File: config.mk
export PLATFORM = sky130hd
export DESIGN_NAME = fetch_frontend
export DESIGN_NICKNAME = d
export VERILOG_FILES = /design/src/fetch_pkg.sv /design/src/fetch_request.sv /design/src/prefetch_queue.sv /design/src/instr_align.sv /design/src/fetch_frontend.sv
export SDC_FILE = /design/constraint.sdc
export NUM_CORES = 1
export LEC_CHECK = 0
export ABC_AREA = 1
export BUFFER_PORTS_ARGS = -buffer_cell sky130_fd_sc_hd__buf_2
export CAP_MARGIN = 20
export CELL_PAD_IN_SITES_DETAIL_PLACEMENT = 0
export CELL_PAD_IN_SITES_GLOBAL_PLACEMENT = 1
export CORE_AREA = 2 2 159 161
export CTS_CLUSTER_DIAMETER = 40
export CTS_CLUSTER_SIZE = 20
export DETAILED_ROUTE_END_ITERATION = 16
export DIE_AREA = 0 0 161 163
export HOLD_SLACK_MARGIN = 0.05
export PLACE_DENSITY = 0.79
export SLEW_MARGIN = 10
export SYNTH_ARGS = -nofsm -noshare
export SYNTH_HDL_FRONTEND = slang
export SYNTH_HIERARCHICAL = 1
export SYNTH_SLANG_ARGS = --single-unit
File: constraint.sdc
create_clock -name clk -period 3.4 [get_ports clk]
set_input_delay 0.34 -clock clk [delete_from_list [all_inputs] [get_ports clk]]
set_output_delay 0.34 -clock clk [all_outputs]
set_load 0.05 [all_outputs]
File: src/fetch_pkg.sv
/*
  Shared definitions for the instruction fetch front end.
  Vector typedefs for addresses, bus words and halfwords,
  the prefetch queue depth and the halfword mask constants.
*/
package fetch_pkg;

	// ----------------------------------------------------------
	// Vector types
	// ----------------------------------------------------------

	// Fetch addresses are full byte addresses but the bus only sees word-aligned ones
	typedef logic [31:0] addr_t;

	// One bus data word as returned by the memory
	typedef logic [31:0] word_t;

	// One instruction halfword, the unit of RVC alignment
	typedef logic [15:0] half_t;

	// Bit 0 flags the lower halfword of a word and bit 1 the upper one
	typedef logic [1:0] hw_mask_t;

	// Counts halfwords held in or consumed from the CIR, from 0 to 2
	typedef logic [1:0] hw_count_t;

	// Number of bus data phases still owed to the front end
	typedef logic [1:0] pend_t;

	// ----------------------------------------------------------
	// Constants
	// ----------------------------------------------------------

	// Two entries are enough to keep full throughput while decode stalls
	localparam int QUEUE_DEPTH = 2;

	// Width of one halfword in bits
	localparam int HW_BITS = 16;

	// Halfword mask values used by the request tracker, the queue and the aligner
	localparam hw_mask_t HW_NONE  = 2'b00;
	localparam hw_mask_t HW_UPPER = 2'b10;
	localparam hw_mask_t HW_ALL   = 2'b11;

endpackage

File: src/fetch_request.sv
/*
  Fetch request generation.
  Fetch address counter, address phase mux, jump acceptance,
  bus pipeline tracking and the flush counter for stale data.
*/
`timescale 1ns/10ps

module fetch_request import fetch_pkg::*; #(
	parameter addr_t reset_vector = 32'h0000_0000,
	parameter bit    ext_c        = 1'b1
) (
	input  logic       clk,
	input  logic       rst_n,
	output addr_t      mem_addr,
	output logic       mem_addr_vld,
	input  logic       mem_addr_rdy,
	input  logic       mem_data_vld,
	input  addr_t      jump_target,
	input  logic       jump_vld,
	output logic       jump_rdy,
	input  logic [1:0] queue_level,
	output logic       flush,
	output logic       fresh_vld,
	output hw_mask_t   fresh_hwvld
);

	addr_t fetch_addr;
	logic  reset_holdoff;
	logic  addr_hold;
	pend_t pending;
	pend_t pending_next;
	pend_t flush_ctr;
	logic  skip_lo;
	logic  jump_now;
	logic  aph_vld;
	logic  aph_accept;
	logic  fetch_stall;
	logic  queue_full;
	logic  queue_almost_full;

	// ----------------------------------------------------------
	// Address phase
	// ----------------------------------------------------------

	// A jump can only go through when no address phase is being held
	assign jump_rdy = !addr_hold;
	assign jump_now = jump_vld && jump_rdy;
	assign flush    = jump_now;

	// Registered pending count keeps bus ready out of the address phase path
	assign queue_full        = queue_level >= 2'(QUEUE_DEPTH);
	assign queue_almost_full = queue_level >= 2'(QUEUE_DEPTH - 1);
	assign fetch_stall       = queue_full || (queue_almost_full && pending != '0) ||
		pending > 2'd1;

	// Priority is a held address, then a jump, then a free-running fetch
	always_comb begin
		mem_addr = fetch_addr;
		aph_vld  = 1'b0;
		if (addr_hold) begin
			aph_vld = 1'b1;
		end else if (jump_now) begin
			mem_addr = {jump_target[31:2], 2'b00};
			// With two phases already owed the jump target waits in fetch_addr
			aph_vld  = pending < 2'd2;
		end else if (!fetch_stall) begin
			aph_vld = 1'b1;
		end
	end

	assign mem_addr_vld = aph_vld && !reset_holdoff;
	assign aph_accept   = mem_addr_vld && mem_addr_rdy;

	// Fetch address runs ahead of decode in word steps
	always_ff @(posedge clk or negedge rst_n) begin
		if (!rst_n) begin
			reset_holdoff <= 1'b1;
			fetch_addr    <= {reset_vector[31:2], 2'b00};
		end else begin
			reset_holdoff <= 1'b0;
			if (jump_now) begin
				// Skip past the target word when it was accepted right away
				fetch_addr <= {jump_target[31:2] + 30'(aph_accept), 2'b00};
			end else if (aph_accept) begin
				fetch_addr <= fetch_addr + 32'd4;
			end
		end
	end

	// ----------------------------------------------------------
	// Bus pipeline tracking
	// ----------------------------------------------------------

	// A phase is counted when first presented since a held address cannot be withdrawn
	assign pending_next = pending + 2'(mem_addr_vld && !addr_hold) - 2'(mem_data_vld);

	always_ff @(posedge clk or negedge rst_n) begin
		if (!rst_n) begin
			addr_hold <= 1'b0;
			pending   <= '0;
			flush_ctr <= '0;
		end else begin
			addr_hold <= mem_addr_vld && !mem_addr_rdy;
			pending   <= pending_next;
			// Every phase still owed at a jump returns stale data
			if (jump_now) begin
				flush_ctr <= pending - 2'(mem_data_vld);
			end else if (flush_ctr != '0 && mem_data_vld) begin
				flush_ctr <= flush_ctr - 2'd1;
			end
		end
	end

	// Data after the stale phases belongs to the current stream
	assign fresh_vld = mem_data_vld && flush_ctr == '0;

	// The first fresh word after a jump to an odd halfword lacks its lower half
	always_ff @(posedge clk or negedge rst_n) begin
		if (!rst_n) begin
			skip_lo <= ext_c && reset_vector[1];
		end else if (jump_now) begin
			skip_lo <= ext_c && jump_target[1];
		end else if (fresh_vld) begin
			skip_lo <= 1'b0;
		end
	end

	assign fresh_hwvld = skip_lo ? HW_UPPER : HW_ALL;

endmodule

File: src/prefetch_queue.sv
/*
  Prefetch queue between the bus and the instruction aligner.
  Compact shifting queue with halfword-valid masks, error bits
  and a bypass of fresh bus data to the head when empty.
*/
`timescale 1ns/10ps

module prefetch_queue import fetch_pkg::*; (
	input  logic       clk,
	input  logic       rst_n,
	input  logic       flush,
	input  logic       fresh_vld,
	input  hw_mask_t   fresh_hwvld,
	input  word_t      mem_data,
	input  logic       mem_data_err,
	input  logic       take,
	output word_t      head_data,
	output hw_mask_t   head_hwvld,
	output logic       head_err,
	output logic       head_vld,
	output logic [1:0] queue_level
);

	word_t                  q_data [QUEUE_DEPTH];
	logic [QUEUE_DEPTH-1:0] q_err;
	hw_mask_t               q_hwvld [QUEUE_DEPTH];
	logic [QUEUE_DEPTH-1:0] q_vld;
	word_t                  above_data [QUEUE_DEPTH];
	logic [QUEUE_DEPTH-1:0] above_err;
	hw_mask_t               above_hwvld [QUEUE_DEPTH];
	logic [QUEUE_DEPTH-1:0] above_vld;
	logic [QUEUE_DEPTH-1:0] below_vld;
	logic                   push;
	logic                   pop;

	// Each entry looks at its neighbours, the top one takes bus data instead
	for (genvar i = 0; i < QUEUE_DEPTH; i++) begin : g_link
		assign q_vld[i] = |q_hwvld[i];
		if (i == QUEUE_DEPTH - 1) begin : g_top
			assign above_vld[i]   = 1'b0;
			assign above_data[i]  = mem_data;
			assign above_err[i]   = mem_data_err;
			assign above_hwvld[i] = HW_NONE;
		end else begin : g_mid
			assign above_vld[i]   = q_vld[i + 1];
			assign above_data[i]  = q_data[i + 1];
			assign above_err[i]   = q_err[i + 1];
			assign above_hwvld[i] = q_hwvld[i + 1];
		end
		if (i == 0) begin : g_bottom
			assign below_vld[i] = 1'b1;
		end else begin : g_upper
			assign below_vld[i] = q_vld[i - 1];
		end
	end

	// Fresh data goes straight to the aligner when the queue is empty and it has room
	assign pop  = take && q_vld[0];
	assign push = fresh_vld && !(take && !q_vld[0]);

	// Payload follows the shift and needs no reset
	always_ff @(posedge clk) begin
		for (int i = 0; i < QUEUE_DEPTH; i++) begin
			if (pop || (push && !q_vld[i])) begin
				q_data[i] <= above_vld[i] ? above_data[i] : mem_data;
				q_err[i]  <= above_vld[i] ? above_err[i] : mem_data_err;
			end
		end
	end

	// Valid masks keep the queue compact so entry 0 is always the oldest
	always_ff @(posedge clk or negedge rst_n) begin
		if (!rst_n) begin
			for (int i = 0; i < QUEUE_DEPTH; i++) begin
				q_hwvld[i] <= HW_NONE;
			end
		end else begin
			for (int i = 0; i < QUEUE_DEPTH; i++) begin
				if (flush) begin
					q_hwvld[i] <= HW_NONE;
				end else if (pop && above_vld[i]) begin
					q_hwvld[i] <= above_hwvld[i];
				end else if (pop && q_vld[i]) begin
					q_hwvld[i] <= push ? fresh_hwvld : HW_NONE;
				end else if (push && !pop && !q_vld[i] && below_vld[i]) begin
					q_hwvld[i] <= fresh_hwvld;
				end
			end
		end
	end

	always_comb begin
		queue_level = '0;
		for (int i = 0; i < QUEUE_DEPTH; i++) begin
			queue_level = queue_level + 2'(q_vld[i]);
		end
	end

	// Head is the oldest entry or the bus word passing by
	assign head_data  = q_vld[0] ? q_data[0] : mem_data;
	assign head_hwvld = q_vld[0] ? q_hwvld[0] : fresh_hwvld;
	assign head_err   = q_vld[0] ? q_err[0] : mem_data_err;
	assign head_vld   = q_vld[0] || fresh_vld;

endmodule

File: src/instr_align.sv
/*
  Instruction assembly yard.
  Shifts consumed halfwords out of the CIR, aligns odd-start words
  and overlays the queue head where there is room.
*/
`timescale 1ns/10ps

module instr_align import fetch_pkg::*; #(
	parameter bit ext_c = 1'b1
) (
	input  logic      clk,
	input  logic      rst_n,
	input  logic      flush,
	input  word_t     head_data,
	input  hw_mask_t  head_hwvld,
	input  logic      head_err,
	input  logic      head_vld,
	input  hw_count_t cir_use,
	output logic      take,
	output word_t     cir,
	output hw_count_t cir_vld,
	output hw_mask_t  cir_err
);

	// Level counts halfwords in {hwbuf, cir} and can reach 3
	logic [1:0]             level;
	logic [1:0]             level_nf;
	logic [1:0]             level_next;
	logic [1:0]             fill;
	half_t                  hwbuf;
	logic [2:0]             err_hw;
	logic [2:0]             err_shifted;
	logic [2:0]             err_next;
	word_t                  head_aligned;
	logic [3*HW_BITS-1:0]   data_shifted;
	logic [3*HW_BITS-1:0]   data_next;

	// ----------------------------------------------------------
	// Shift out what decode consumed
	// ----------------------------------------------------------

	// A word that starts on its upper half has that half moved down
	assign head_aligned = {
		head_data[HW_BITS +: HW_BITS],
		(head_hwvld[0] || !ext_c) ? head_data[0 +: HW_BITS] : head_data[HW_BITS +: HW_BITS]
	};

	// Slots that are later overwritten or ignored reuse hwbuf to save muxing
	always_comb begin
		if (cir_use[1]) begin
			data_shifted = {hwbuf, cir[HW_BITS +: HW_BITS], hwbuf};
			err_shifted  = err_hw >> 2;
		end else if (cir_use[0] && ext_c) begin
			data_shifted = {hwbuf, hwbuf, cir[HW_BITS +: HW_BITS]};
			err_shifted  = err_hw >> 1;
		end else begin
			data_shifted = {hwbuf, cir};
			err_shifted  = err_hw;
		end
	end

	assign level_nf = level - cir_use;

	// ----------------------------------------------------------
	// Overlay the queue head
	// ----------------------------------------------------------

	// A half-valid word needs only one free slot
	assign take = level_nf <= ((ext_c && head_hwvld != HW_ALL) ? 2'd2 : 2'd1);

	always_comb begin
		if (!take) begin
			data_next = data_shifted;
			err_next  = err_shifted;
		end else if (level_nf[1] && ext_c) begin
			data_next = {head_aligned[0 +: HW_BITS], data_shifted[0 +: 2*HW_BITS]};
			err_next  = {head_err, err_shifted[1:0]};
		end else if (level_nf[0] && ext_c) begin
			data_next = {head_aligned, data_shifted[0 +: HW_BITS]};
			err_next  = {{2{head_err}}, err_shifted[0]};
		end else begin
			data_next = {data_shifted[2*HW_BITS +: HW_BITS], head_aligned};
			err_next  = {err_shifted[2], {2{head_err}}};
		end
	end

	// Number of halfwords the head word adds
	assign fill = (take && head_vld) ? ((head_hwvld == HW_ALL) ? 2'd2 : 2'd1) : 2'd0;

	// A jump throws away everything held
	assign level_next = flush ? 2'd0 : level_nf + fill;

	// ----------------------------------------------------------
	// Registers
	// ----------------------------------------------------------

	always_ff @(posedge clk or negedge rst_n) begin
		if (!rst_n) begin
			level   <= '0;
			cir_vld <= '0;
			err_hw  <= '0;
		end else begin
			level   <= level_next;
			// Decode only sees the CIR so a level of 3 reports as 2
			cir_vld <= level_next & ~(level_next >> 1);
			err_hw  <= err_next;
		end
	end

	always_ff @(posedge clk) begin
		{hwbuf, cir} <= data_next;
	end

	assign cir_err = err_hw[1:0];

endmodule

File: src/fetch_frontend.sv
/*
  Top level of the instruction fetch front end.
  Connects the request generator, the prefetch queue and the aligner.
*/
`timescale 1ns/10ps

module fetch_frontend import fetch_pkg::*; #(
	parameter addr_t reset_vector = 32'h0000_0000,
	parameter bit    ext_c        = 1'b1
) (
	input  logic      clk,
	input  logic      rst_n,

	// Pipelined fetch bus
	output addr_t     mem_addr,
	output logic      mem_addr_vld,
	input  logic      mem_addr_rdy,
	input  word_t     mem_data,
	input  logic      mem_data_err,
	input  logic      mem_data_vld,

	// Jump request from the core
	input  addr_t     jump_target,
	input  logic      jump_vld,
	output logic      jump_rdy,

	// Decode side of the CIR
	output word_t     cir,
	output hw_count_t cir_vld,
	input  hw_count_t cir_use,
	output hw_mask_t  cir_err
);

	logic       flush;
	logic       fresh_vld;
	hw_mask_t   fresh_hwvld;
	word_t      head_data;
	hw_mask_t   head_hwvld;
	logic       head_err;
	logic       head_vld;
	logic       take;
	logic [1:0] queue_level;

	// Address generation and bus tracking
	fetch_request #(
		.reset_vector (reset_vector),
		.ext_c        (ext_c)
	) u_request (
		.clk          (clk),
		.rst_n        (rst_n),
		.mem_addr     (mem_addr),
		.mem_addr_vld (mem_addr_vld),
		.mem_addr_rdy (mem_addr_rdy),
		.mem_data_vld (mem_data_vld),
		.jump_target  (jump_target),
		.jump_vld     (jump_vld),
		.jump_rdy     (jump_rdy),
		.queue_level  (queue_level),
		.flush        (flush),
		.fresh_vld    (fresh_vld),
		.fresh_hwvld  (fresh_hwvld)
	);

	// Bus data is buffered here unless it can go straight to the CIR
	prefetch_queue u_queue (
		.clk          (clk),
		.rst_n        (rst_n),
		.flush        (flush),
		.fresh_vld    (fresh_vld),
		.fresh_hwvld  (fresh_hwvld),
		.mem_data     (mem_data),
		.mem_data_err (mem_data_err),
		.take         (take),
		.head_data    (head_data),
		.head_hwvld   (head_hwvld),
		.head_err     (head_err),
		.head_vld     (head_vld),
		.queue_level  (queue_level)
	);

	instr_align #(
		.ext_c      (ext_c)
	) u_align (
		.clk        (clk),
		.rst_n      (rst_n),
		.flush      (flush),
		.head_data  (head_data),
		.head_hwvld (head_hwvld),
		.head_err   (head_err),
		.head_vld   (head_vld),
		.cir_use    (cir_use),
		.take       (take),
		.cir        (cir),
		.cir_vld    (cir_vld),
		.cir_err    (cir_err)
	);

endmodule

* Word-level counts from Yosys, hierarchy flattened
Memory sizes are Yosys's and may differ from the RTL's.
Cells that the tools add are included.
** Operators by class
- Mux-type cells :: 44
- Reductions and logical operators :: 42
- Order comparisons :: 5
- Bitwise operators :: 2
- $add $sub $neg :: 9
- Equality and inequality tests :: 2
** Operators by type and width (number)
- $mux 32 :: 8
- $mux 48 :: 3
- $add 32x3->32 const B :: 1
- $add 30x1->30 :: 1
- $mux 2 :: 15
- $logic_and 1x1->1 :: 20
- $mux 16 :: 1
- $mux 3 :: 5
- $mux 1 :: 12
- $reduce_bool 2->1 :: 5
- $logic_not 1->1 :: 7
- $logic_or 1x1->1 :: 5
- $reduce_bool 4->1 :: 1
- $reduce_or 2->1 :: 2
- $sub 2x1->2 :: 2
- $reduce_bool 3->1 :: 1
- $add 1x1->2 :: 1
- $add 2x1->2 :: 1
- $add 2x2->2 :: 1
- $and 2x2->2 :: 1
- $eq 2x2->1 const B :: 1
- $ge 2x1->1 const B :: 1
- $ge 2x2->1 const B :: 1
- $gt 2x1->1 const B :: 1
- 7 further kinds :: 7
** Word-level totals
- Input bits :: 72
- Memories kept :: 1
- Output and inout port bits :: 70
- RAM bits :: 64
- Logic and storage cells :: 120
- Register bits after elaboration :: 100
** Memories
- u_queue.q_data :: depth 2, bits a word 32, read ports 2, clocked after Yosys merged registers in 0, write ports 2, RTL line prefetch_queue.sv:24 : word_t q_data [QUEUE_DEPTH];

* Logic depth before layout (Yosys ltp)
Gate-level depths: netlist of run 1.
- Word-level depth :: 14
- Mapped depth :: 24
- Gate-level depth less buffers :: 22

* Cells and area by module
The synthesis of run 1 kept the hierarchy.
** By module, submodules not included
- fetch_request :: cells each 690, instances 1, seq. area each 927.1 um2, area each 3953.8 um2
- prefetch_queue :: cells each 336, instances 1, seq. area each 2082.0 um2, area each 3159.3 um2
- instr_align :: cells each 422, instances 1, seq. area each 1271.2 um2, area each 3002.9 um2

* Worst setup path after synthesis of run 1
No wires, ideal clock.
- Path type :: reg2reg
- Start :: register u_queue.q_hwvld (netlist bit u_queue/above_hwvld[2])
- End :: register u_request.pending[1]
- Setup slack :: 577 ps
- Data arrival time :: 2695 ps
- Buffers on the path :: 1
- Clock period less this slack :: 2823 ps
- Stages on the path, launching flop included :: 18
- Data required time :: 3271 ps
- Setup time :: 129 ps
- Cell sequence :: dfrtp_1 -> nor2_4 -> inv_2 -> buf_2 -> ha_1 -> nand2_1 -> inv_1 -> o21ai_1 -> nand2_1 -> nand2_1 -> nand2_1 -> inv_1 -> nand2_1 -> ha_1 -> inv_1 -> ha_1 -> xnor2_1 -> xor2_1
** Between the ends
- Longest elaborated chain between the ends :: 13
- Elaborated cells on any way between the ends :: 14
- Classes of those cells :: 3 x add/sub; 2 x order compare; 3 x mux; 6 x reduce/logical
** Ends and longest elaborated chain
- from (decl) :: RTL line prefetch_queue.sv:26 : hw_mask_t q_hwvld [QUEUE_DEPTH];
- from (signal, indexed assignment) :: RTL line prefetch_queue.sv:82 : q_hwvld[i] <= above_hwvld[i];
- from (signal, indexed assignment) :: RTL line prefetch_queue.sv:84 : q_hwvld[i] <= push ? fresh_hwvld : HW_NONE;
- from (signal, indexed assignment) :: RTL line prefetch_queue.sv:86 : q_hwvld[i] <= fresh_hwvld;
- $reduce_or 2->1 * :: RTL line prefetch_queue.sv:38 : assign q_vld[i] = |q_hwvld[i];
- $add 1x1->2 * :: RTL line prefetch_queue.sv:95 : queue_level = queue_level + 2'(q_vld[i]);
- net queue_level[0] :: RTL line fetch_frontend.sv:42 : logic [1:0] queue_level;
- $ge 2x1->1 :: RTL line fetch_request.sv:52 : assign queue_almost_full = queue_level >= 2'(QUEUE_DEPTH - 1);
- $logic_and 1x1->1 :: RTL line fetch_request.sv:53 : assign fetch_stall = queue_full || (queue_almost_full && pending != '0) ||
- $logic_or 1x1->1 * (2 in a row) :: RTL line fetch_request.sv:53
- $mux 1 * :: RTL line fetch_request.sv:66 : end else if (!fetch_stall) begin
- $mux 1 * :: RTL line fetch_request.sv:62 : end else if (jump_now) begin
- $mux 1 * :: RTL line fetch_request.sv:60 : if (addr_hold) begin
- $logic_and 1x1->1 * :: RTL line fetch_request.sv:71 : assign mem_addr_vld = aph_vld && !reset_holdoff;
- net mem_addr_vld :: RTL line fetch_frontend.sv:16 : output logic mem_addr_vld,
- $logic_and 1x1->1 * :: RTL line fetch_request.sv:95 : assign pending_next = pending + 2'(mem_addr_vld && !addr_hold) - 2'(mem_data_vld);
- $add 2x1->2 * :: RTL line fetch_request.sv:95
- $sub 2x1->2 * :: RTL line fetch_request.sv:95
- net u_request.pending_next[1] :: RTL line fetch_request.sv:31 : pend_t pending_next;
- to (signal assigned) :: RTL line fetch_request.sv:104 : pending <= pending_next;
- to (decl) :: RTL line fetch_request.sv:30 : pend_t pending;
Mark *: on every way through the listed nets, which the timed path passes. The rest lies on a longest branch.
A chain may end at the register's enable or synchronous reset.

* Worst setup path in the final report of run 1
- Start :: register u_queue.q_hwvld (netlist bit u_queue/above_hwvld[2])
- End :: register u_request.fetch_addr[30]
** Between the ends
- Longest elaborated chain between the ends :: 13
- Elaborated cells on any way between the ends :: 15
- Classes of those cells :: 2 x add/sub; 2 x order compare; 4 x mux; 7 x reduce/logical
** Ends and longest elaborated chain
- $reduce_or 2->1 * :: RTL line prefetch_queue.sv:38
- $add 1x1->2 * :: RTL line prefetch_queue.sv:95
- net queue_level[0] :: RTL line fetch_frontend.sv:42
- $ge 2x1->1 :: RTL line fetch_request.sv:52
- $logic_and 1x1->1 :: RTL line fetch_request.sv:53
- $logic_or 1x1->1 * (2 in a row) :: RTL line fetch_request.sv:53
- $mux 1 * :: RTL line fetch_request.sv:66
- $mux 1 * :: RTL line fetch_request.sv:62
- $mux 1 * :: RTL line fetch_request.sv:60
- $logic_and 1x1->1 * :: RTL line fetch_request.sv:71
- $logic_and 1x1->1 * :: RTL line fetch_request.sv:72 : assign aph_accept = mem_addr_vld && mem_addr_rdy;
- $add 30x1->30 :: RTL line fetch_request.sv:83 : fetch_addr <= {jump_target[31:2] + 30'(aph_accept), 2'b00};
- $mux 32 :: RTL line fetch_request.sv:81 : if (jump_now) begin
- to (signal assigned) :: RTL line fetch_request.sv:78 : fetch_addr <= {reset_vector[31:2], 2'b00};
- to (signal assigned) :: RTL line fetch_request.sv:83
- to (signal assigned) :: RTL line fetch_request.sv:85 : fetch_addr <= fetch_addr + 32'd4;
- to (decl) :: RTL line fetch_request.sv:27 : addr_t fetch_addr;
Marks and branches as above.

==> results of run 1 <==
worst max path at each step:
stage | from | to | slack (ns) | depth (start not counted)
2_1_floorplan | u_queue/above_hwvld[2]$_DFFE_PN0P_ | u_request/pending[1]$_DFF_PN0_ | 0.58 | 17
3_3_place_gp | u_queue/above_hwvld[2]$_DFFE_PN0P_ | u_request/fetch_addr[29]$_DFFE_PN0P_ | 0.53 | 22
3_5_place_dp | u_queue/above_hwvld[2]$_DFFE_PN0P_ | u_request/fetch_addr[30]$_DFFE_PN0P_ | 0.49 | 20
4_1_cts | u_queue/above_hwvld[2]$_DFFE_PN0P_ | u_request/fetch_addr[30]$_DFFE_PN0P_ | 0.47 | 20
5_1_grt | u_queue/above_hwvld[2]$_DFFE_PN0P_ | u_request/fetch_addr[30]$_DFFE_PN0P_ | 0.17 | 20
6_report | u_queue/above_hwvld[2]$_DFFE_PN0P_ | u_request/fetch_addr[30]$_DFFE_PN0P_ | 0.45 | 20
layer usage:
layer	up-vias	GRT usage, %
li1	4833	-
met1	4206	29.4
met2	223	40.6
met3	46	3.49
met4	2	8.52
met5	-	0
cell families after synthesis:
kind of cell,after synthesis
other,2
AOI/OAI and AO/OA,173
DFF,161
adders and majority gates,10
buffers and inverters,205
xor gates and xnor gates,14
and+or+nand+nor,883
cell usage after synthesis, types with 2 or more instances:
library cell	n
sky130_fd_sc_hd__o21a_1	4
sky130_fd_sc_hd__nand4_1	11
sky130_fd_sc_hd__o31ai_1	6
sky130_fd_sc_hd__dfxtp_1	32
sky130_fd_sc_hd__buf_2	29
sky130_fd_sc_hd__nand3_2	5
sky130_fd_sc_hd__nand2_4	3
sky130_fd_sc_hd__dfrtp_1	46
sky130_fd_sc_hd__xnor2_1	6
sky130_fd_sc_hd__nand2_2	14
sky130_fd_sc_hd__nor3_1	2
sky130_fd_sc_hd__xor2_1	8
sky130_fd_sc_hd__inv_1	126
sky130_fd_sc_hd__o21bai_1	2
sky130_fd_sc_hd__o22ai_1	3
sky130_fd_sc_hd__ha_1	10
sky130_fd_sc_hd__nand3_1	87
sky130_fd_sc_hd__clkbuf_1	10
sky130_fd_sc_hd__conb_1	2
sky130_fd_sc_hd__o21ai_0	81
sky130_fd_sc_hd__buf_4	10
sky130_fd_sc_hd__edfxtp_1	82
sky130_fd_sc_hd__buf_6	14
sky130_fd_sc_hd__clkinv_1	2
sky130_fd_sc_hd__nand3b_1	9
sky130_fd_sc_hd__a31oi_1	16
sky130_fd_sc_hd__o211ai_1	2
sky130_fd_sc_hd__nor2_2	12
sky130_fd_sc_hd__nor2_1	118
sky130_fd_sc_hd__nor2_4	7
sky130_fd_sc_hd__inv_2	10
sky130_fd_sc_hd__a21oi_1	22
sky130_fd_sc_hd__nand2_1	612
sky130_fd_sc_hd__o21ai_1	36
where the power goes:
group	switching [mW]	internal [mW]
sequential	0.520	3.26
clock	0.801	0.999
combinational	4.71	1.66
total	6.03	5.92
worst reg2reg max path, delay by kind of cell, from the launching register on:
| family | cells | cell delay [ns] |
|---|---|---|
| and+or+nand+nor | 13 | 1.42 |
| adders and majority gates | 2 | 0.52 |
| DFF | 1 | 0.44 |
| buffers and inverters | 4 | 0.35 |
| AOI/OAI and AO/OA | 1 | 0.12 |
per-stage QoR:
| step | cell area, sq um | setup WS (ns) | total power, mW |
|---|---|---|---|
| 3_3_place_gp | 11000 | 0.526 | 10.1 |
| 2_1_floorplan | 10100 | 0.577 | 8.54 |
| 3_5_place_dp | 11000 | 0.491 | 10.2 |
| 4_1_cts | 11500 | 0.474 | 12.0 |
| 6_report | 11500 | 0.453 | 12.0 |
| 5_1_grt | 11500 | 0.169 | 12.9 |
sequential cells by signal, summed over array words and instances (netlist names):
signal                   cells
u_request/flush_ctr          2
u_align/cir_vld              2
u_request/addr_hold          1
u_align/level                1
u_queue/q_data              64
u_queue/q_hwvld              2
u_align/err_hw               3
u_queue/q_err                2
u_request/pending            2
u_align/cir                 32
u_request/skip_lo            1
u_align/hwbuf               16
u_request/fetch_addr        30
u_queue/above_hwvld          2
u_request/reset_holdoff      1
area by class of cell:
| type | instances | area (sq um) | area share (%) |
|---|---|---|---|
| flip-flops and latches | 161 | 4280 | 37.1 |
| multi-input cells | 1084 | 4890 | 42.4 |
| well taps | 330 | 413 | 3.58 |
| clock buffers | 21 | 472 | 4.09 |
| clock inverters | 11 | 83.8 | 0.727 |
| repair buffers | 159 | 873 | 7.57 |
| inverters | 140 | 529 | 4.59 |
==> results_dict.tcl, run 1 <==
set metrics [dict create \
    maxSlewHeadroom_pct 34.2 \
    most-common-layout-cells "sky130_fd_sc_hd__nand2_1 (612), sky130_fd_sc_hd__buf_2 (138), sky130_fd_sc_hd__inv_1 (126)" \
    detail_route.drc_violations 0 \
    critPathMaxFanout 7 \
    clkTransAtPathRegs_ns 0.07 \
    yosysUniqueCellTypes 43 \
    cp_slowest_stage_delay_ns 0.44 \
    clkSinkCount 161 \
    clock_tree_skew_after_final_layout_ns 0.00869 \
    largest_net_degree_at_the_start_of_global_routing 94 \
    place_congestion 0.913 \
    async_flop_share_pct 29.2 \
    worst_setup_path_end_kind "flop" \
    synth.ff_latch_count 161 \
    worstPathRequired_ns 3.72 \
    drt-pass1-iter-count 5 \
    post_cts_setup_repair_buffer_count 0 \
    yosysWarningCount 6 \
    layout-drive-gt1-share_pct 15.7 \
    max_transition_viols_final 0 \
    regToRegStartpoint "u_queue/above_hwvld[2]$_DFFE_PN0P_" \
    peakVddDrop_uv 503 \
    layout.cells.non_filler 1906 \
    finalSetupTns_ns 0 \
    wl_met1_um 13100 \
    synthXorXnorAreaFrac_pct 1.21 \
    core_sq_um 24700 \
    post-route-period-util_pct 86.7 \
    critical_path_arrival_ns 3.26 \
    mostFrequentLayoutCell "sky130_fd_sc_hd__nand2_1" \
    timing.final.hold_violations 0 \
    seq_area_frac_synth_pct 42.3 \
    routed.top_layer "met5" \
    synthFlopType "sky130_fd_sc_hd__edfxtp_1" \
    post-place-cells 1874 \
    hpwl_after_detailed_placement_um 21700 \
    fmax_ghz 0.339 \
    vias_per_cell 4.88 \
    cpMaxStageDelayCell "sky130_fd_sc_hd__dfrtp_1" \
    timing.rr.end "u_request/fetch_addr[30]$_DFFE_PN0P_" \
    portBuffers 138 \
    setup_viol 0 \
    cts_hold_buf 0 \
    die_x_um 161 \
    run_status "complete, no violations" \
    power.leakage_nw 5.50 \
    reg2reg_slack_ns 0.45 \
    initial_core_utilization_pct 41.0 \
    largest_family_of_logic_cells_by_synthesized_area "simple AND/OR/NAND/NOR gates" \
    yosysTopAreaCell "sky130_fd_sc_hd__edfxtp_1" \
    timing.critical_path.max_delay_family "simple AND/OR/NAND/NOR gates" \
    r2r_cells 20 \
    number_of_routed_nets_with_antenna_violations 0 \
    route.final.wire_length_um 29800 \
    floorplan.io_pins 142 \
    simple_gate_area_share_of_the_yosys_netlist_pct 36.5 \
    share_of_the_synthesized_area_in_compound_gates_ao_oa_aoi_oai_pct 9.18 \
    all_layer_global_routing_usage_pct 23.3 \
    cell_area_power_density_nw_per_um2 1040 \
    fp.dieArea_sq_um 26200 \
    criticalPathCategory "reg2reg" \
    dr_wl_met3_um 1210 \
    rows 58 \
    worstSetupStartpointType "flop" \
    maxCapViolations 0 \
    synthesis.instances 1448 \
    post-synth-top-area-fraction_pct 24.3 \
    grt_pass1_wl_um 47500 \
    die-height_um 163 \
    dr_total_vias 9310 \
    post_cts_resized 0 \
    syn_to_final_growth_pct 14.1 \
    post_synth.cell_area_avg_sq_um 6.99 \
    tightestPinTransition_ns 0.986 \
    insertedDiodeCount 0 \
    layout.nets 1645 \
    cts-root-to-sink-buffers 2 \
    synth_enable_flop_cells 82 \
    hold_path_class "in2async" \
    fin_worst_hold_slack_ns 0.0526 \
    critical_path.cell_chain "nor2_4 > inv_2 > ha_1 > nand2_1 > inv_1 > o21ai_1 > nand2_1 > nand2_1 > nand3_2 > inv_1 > ha_1 > nand2_4 > nor2_8 > inv_1 > nor2_1 > nand2_1 > nand2_1 > nand3_1 > nand3_1 > nand2_1" \
    global_route.overflow_total 0 \
    avgRoutedWirePerCell_um 15.6 \
    grt_antenna_before_repair 1 \
    unrepaired_setup_endpoints_after_global_routing "false" \
    yosys.area_share.adder_pct 1.24 \
    period_minus_slack_ns 2.95 \
    h-tree-depth 4 \
    clock_insertion_delay_worst_skew_ns 0.43 \
    worstPathBufferInverterCount 4 \
    final_core_util_pct 46.8 \
    cts_tree "built" \
    grt_pass1_vias 8795 \
    cts-buffers-inserted 17 \
    wl_met2_um 14600 \
    detail_route.iter0.violations 612 \
    cts_root_buf "sky130_fd_sc_hd__clkbuf_16" \
    synthMuxAreaShare_pct 0 \
    fillCellCount 2620 \
    synthesis.area_sq_um 10100 \
    netlist_top_cells_area "sky130_fd_sc_hd__edfxtp_1 (24%), sky130_fd_sc_hd__nand2_1 (23%), sky130_fd_sc_hd__dfrtp_1 (11%), sky130_fd_sc_hd__dfxtp_1 (6.3%), sky130_fd_sc_hd__inv_1 (4.7%)" \
    critical-path-top-cell-by-count "sky130_fd_sc_hd__nand2_1" \
]
No activity file was read; power rests on OpenSTA's default activity.
==> run 2: changes to the inputs <==
==> constraint.sdc (replaced) <==
create_clock -name clk -period 3.4 [get_ports clk]
set_input_delay 0.34 -clock clk [delete_from_list [all_inputs] [get_ports clk]]
set_output_delay 0.34 -clock clk [all_outputs]
set_load 0.02 [all_outputs]
==> run 2 against run 1 <==
  * Global-route usage grew 0.15 points
  * Sequential share of layout area decreased by 0.064 points
  * Non-clock buffer count increased by 2
  * Combinational power shrank 12%
  * Critical endpoint is now u_request/fetch_addr[29]$_DFFE_PN0P_
  * Die area stayed put
  * Critical path type unchanged
==> results_dict.tcl, run 2 (synthesis results as in run 1) <==
set metrics [dict create \
    run_status "complete, no violations" \
    rows 58 \
    maxCapViolations 0 \
    avgRoutedWirePerCell_um 15.8 \
    initial_core_utilization_pct 41.0 \
    timing.rr.end "u_request/fetch_addr[29]$_DFFE_PN0P_" \
    power.share.clock_pct 16.7 \
    total_power_after_layout_mw 11.2 \
    grt_antenna_before_repair 1 \
    maxSlewHeadroom_pct 35.9 \
    regToRegStartpoint "u_queue/above_hwvld[2]$_DFFE_PN0P_" \
    period_minus_slack_ns 2.90 \
    cell_area_power_density_nw_per_um2 973 \
    hold_path_class "in2reg" \
    post_cts_setup_repair_buffer_count 0 \
    timing.final.hold_violations 0 \
    fp.dieArea_sq_um 26200 \
    critical_path.cell_chain "nor2_4 > inv_2 > ha_1 > nand2_1 > inv_1 > o21ai_1 > nand2_1 > nand2_1 > nand3_2 > inv_1 > ha_1 > nand2_4 > nor2_4 > inv_1 > nor2_1 > nand2_1 > nand2_1 > nand2_1 > nand2_1 > nand2_1 > nand2_1 > nand2_1" \
    wl_met1_um 13000 \
    criticalPathCategory "reg2reg" \
    core_sq_um 24700 \
    route.final.wire_length_um 30100 \
    number_of_routed_nets_with_antenna_violations 0 \
    syn_to_final_growth_pct 14.3 \
    most-common-layout-cells "sky130_fd_sc_hd__nand2_1 (612), sky130_fd_sc_hd__buf_2 (138), sky130_fd_sc_hd__inv_1 (126)" \
    r2r_cells 22 \
    dr_wl_met3_um 1440 \
    vias_per_cell 4.97 \
    power.leakage_nw 5.52 \
    worst_setup_path_startpoint "u_queue/above_hwvld[2]$_DFFE_PN0P_" \
    worstSetupStartpointType "flop" \
    netSwitchingPower_mw 5.29 \
    die-height_um 163 \
    all_layer_global_routing_usage_pct 23.4 \
    finalSetupTns_ns 0 \
    cts_tree "built" \
    insertedDiodeCount 0 \
    routed.top_layer "met5" \
    drt-pass1-iter-count 5 \
    proportion_of_power_drawn_by_combinational_gates_pct 49.7 \
    critical-path-top-cell-by-count "sky130_fd_sc_hd__nand2_1" \
    worst_setup_path_end_kind "flop" \
    unrepaired_setup_endpoints_after_global_routing "false" \
    reg2reg_slack_ns 0.50 \
    hpwl_after_detailed_placement_um 22000 \
    cts-buffers-inserted 17 \
    worstPathRequired_ns 3.72 \
    cts_hold_buf 1 \
    cell_internal_pwr_mw 5.96 \
    place_congestion 0.916 \
    fin_worst_hold_slack_ns 0.0783 \
    setup.worst_path.end "u_request/fetch_addr[29]$_DFFE_PN0P_" \
    cp_slowest_stage_delay_ns 0.44 \
    layout-drive-gt1-share_pct 15.8 \
    pwr-share-seq_pct 33.6 \
    cts_root_buf "sky130_fd_sc_hd__clkbuf_16" \
    clkSinkCount 161 \
    dr_total_vias 9474 \
    clock_insertion_delay_worst_skew_ns 0.43 \
    setup_viol 0 \
    power.switching_fraction_pct 47.0 \
    final_core_util_pct 46.8 \
    global_route.overflow_total 0 \
    clock_tree_skew_after_final_layout_ns 0.0127 \
    die_x_um 161 \
    cts-root-to-sink-buffers 2 \
    largest_net_degree_at_the_start_of_global_routing 94 \
    cpMaxStageDelayCell "sky130_fd_sc_hd__dfrtp_1" \
    registers.top_by_ff_count "u_queue/q_data" \
    wl_met2_um 15000 \
    peakVddDrop_uv 505 \
    max_transition_viols_final 0 \
    largest_register_ffs 64 \
    detail_route.iter0.violations 734 \
    floorplan.io_pins 142 \
    h-tree-depth 4 \
    clkTransAtPathRegs_ns 0.07 \
    tightestPinTransition_ns 0.961 \
    portBuffers 138 \
    post_cts_resized 0 \
    post-route-period-util_pct 85.3 \
    critPathMaxFanout 5 \
    critical_path_arrival_ns 3.22 \
    grt_pass1_wl_um 47700 \
    layout.nets 1647 \
    fmax_ghz 0.345 \
    grt_pass1_vias 8894 \
    mostFrequentLayoutCell "sky130_fd_sc_hd__nand2_1" \
    detail_route.drc_violations 0 \
]
-- run 2: power by group through the flow --
| stage | logic, mW | registers [mW] | clock network [mW] |
|---|---|---|---|
| detailed placement | 5.63 | 3.80 | 0 |
| floorplan | 3.82 | 3.93 | 0 |
| global route | 6.34 | 3.89 | 2.01 |
| CTS | 5.65 | 3.77 | 1.92 |
| global placement | 5.58 | 3.78 | 0 |
| finish | 5.59 | 3.78 | 1.87 |
-- run 2: cell type report --
cell class / count / area (sq um)
Timing Repair Buffer: 161 / 878
Sequential cell: 161 / 4280
Inverter: 140 / 529
Tap cell: 330 / 413
Fill cell: 2662 / 13100
Multi-Input combinational cell: 1084 / 4890
Clock buffer: 19 / 443
Clock inverter: 13 / 128
-- run 2: metrics by stage --
stage / instance area [sq um] / setup slack [ns] / instances
6_report: 11600 / 0.500 / 1908
5_1_grt: 11600 / 0.251 / 1908
4_1_cts: 11600 / 0.495 / 1908
3_5_place_dp: 11000 / 0.525 / 1875
3_3_place_gp: 11000 / 0.527 / 1875
2_1_floorplan: 10100 / 0.655 / 1450
-- run 2: worst max-delay path, delay by kind of cell (launching register included) --
kind                       cells  cell delay [ns]
and+or+nand+nor               15             1.42
adders and majority gates      2             0.50
DFF                            1             0.44
buffers and inverters          4             0.33
AOI/OAI and AO/OA              1             0.11
-- run 2: worst min-delay path by stage --
| stage | start | to | slack [ns] | cells past startpoint |
|---|---|---|---|---|
| final | mem_addr_rdy | u_request/addr_hold$_DFF_PN0_ | 0.08 | 2 |
| after global routing | mem_addr_rdy | u_request/addr_hold$_DFF_PN0_ | 0.07 | 2 |
| after CTS | mem_addr_rdy | u_request/addr_hold$_DFF_PN0_ | 0.06 | 2 |
| after detailed placement | u_queue/q_data[0][39]$_DFFE_PP_ | u_queue/q_data[0][7]$_DFFE_PP_ | 0.50 | 2 |
| after global placement | u_queue/q_data[0][50]$_DFFE_PP_ | u_queue/q_data[0][18]$_DFFE_PP_ | 0.49 | 2 |
| after floorplan | rst_n | u_align/cir_vld[0]$_DFF_PN0_ | 0.04 | 0 |
-- run 2: layer usage --
layer,up-vias,global-route usage (%)
met5,-,0
met4,2,6.82
met3,32,3.26
met2,258,42.1
met1,4334,29.4
li1,4848,-
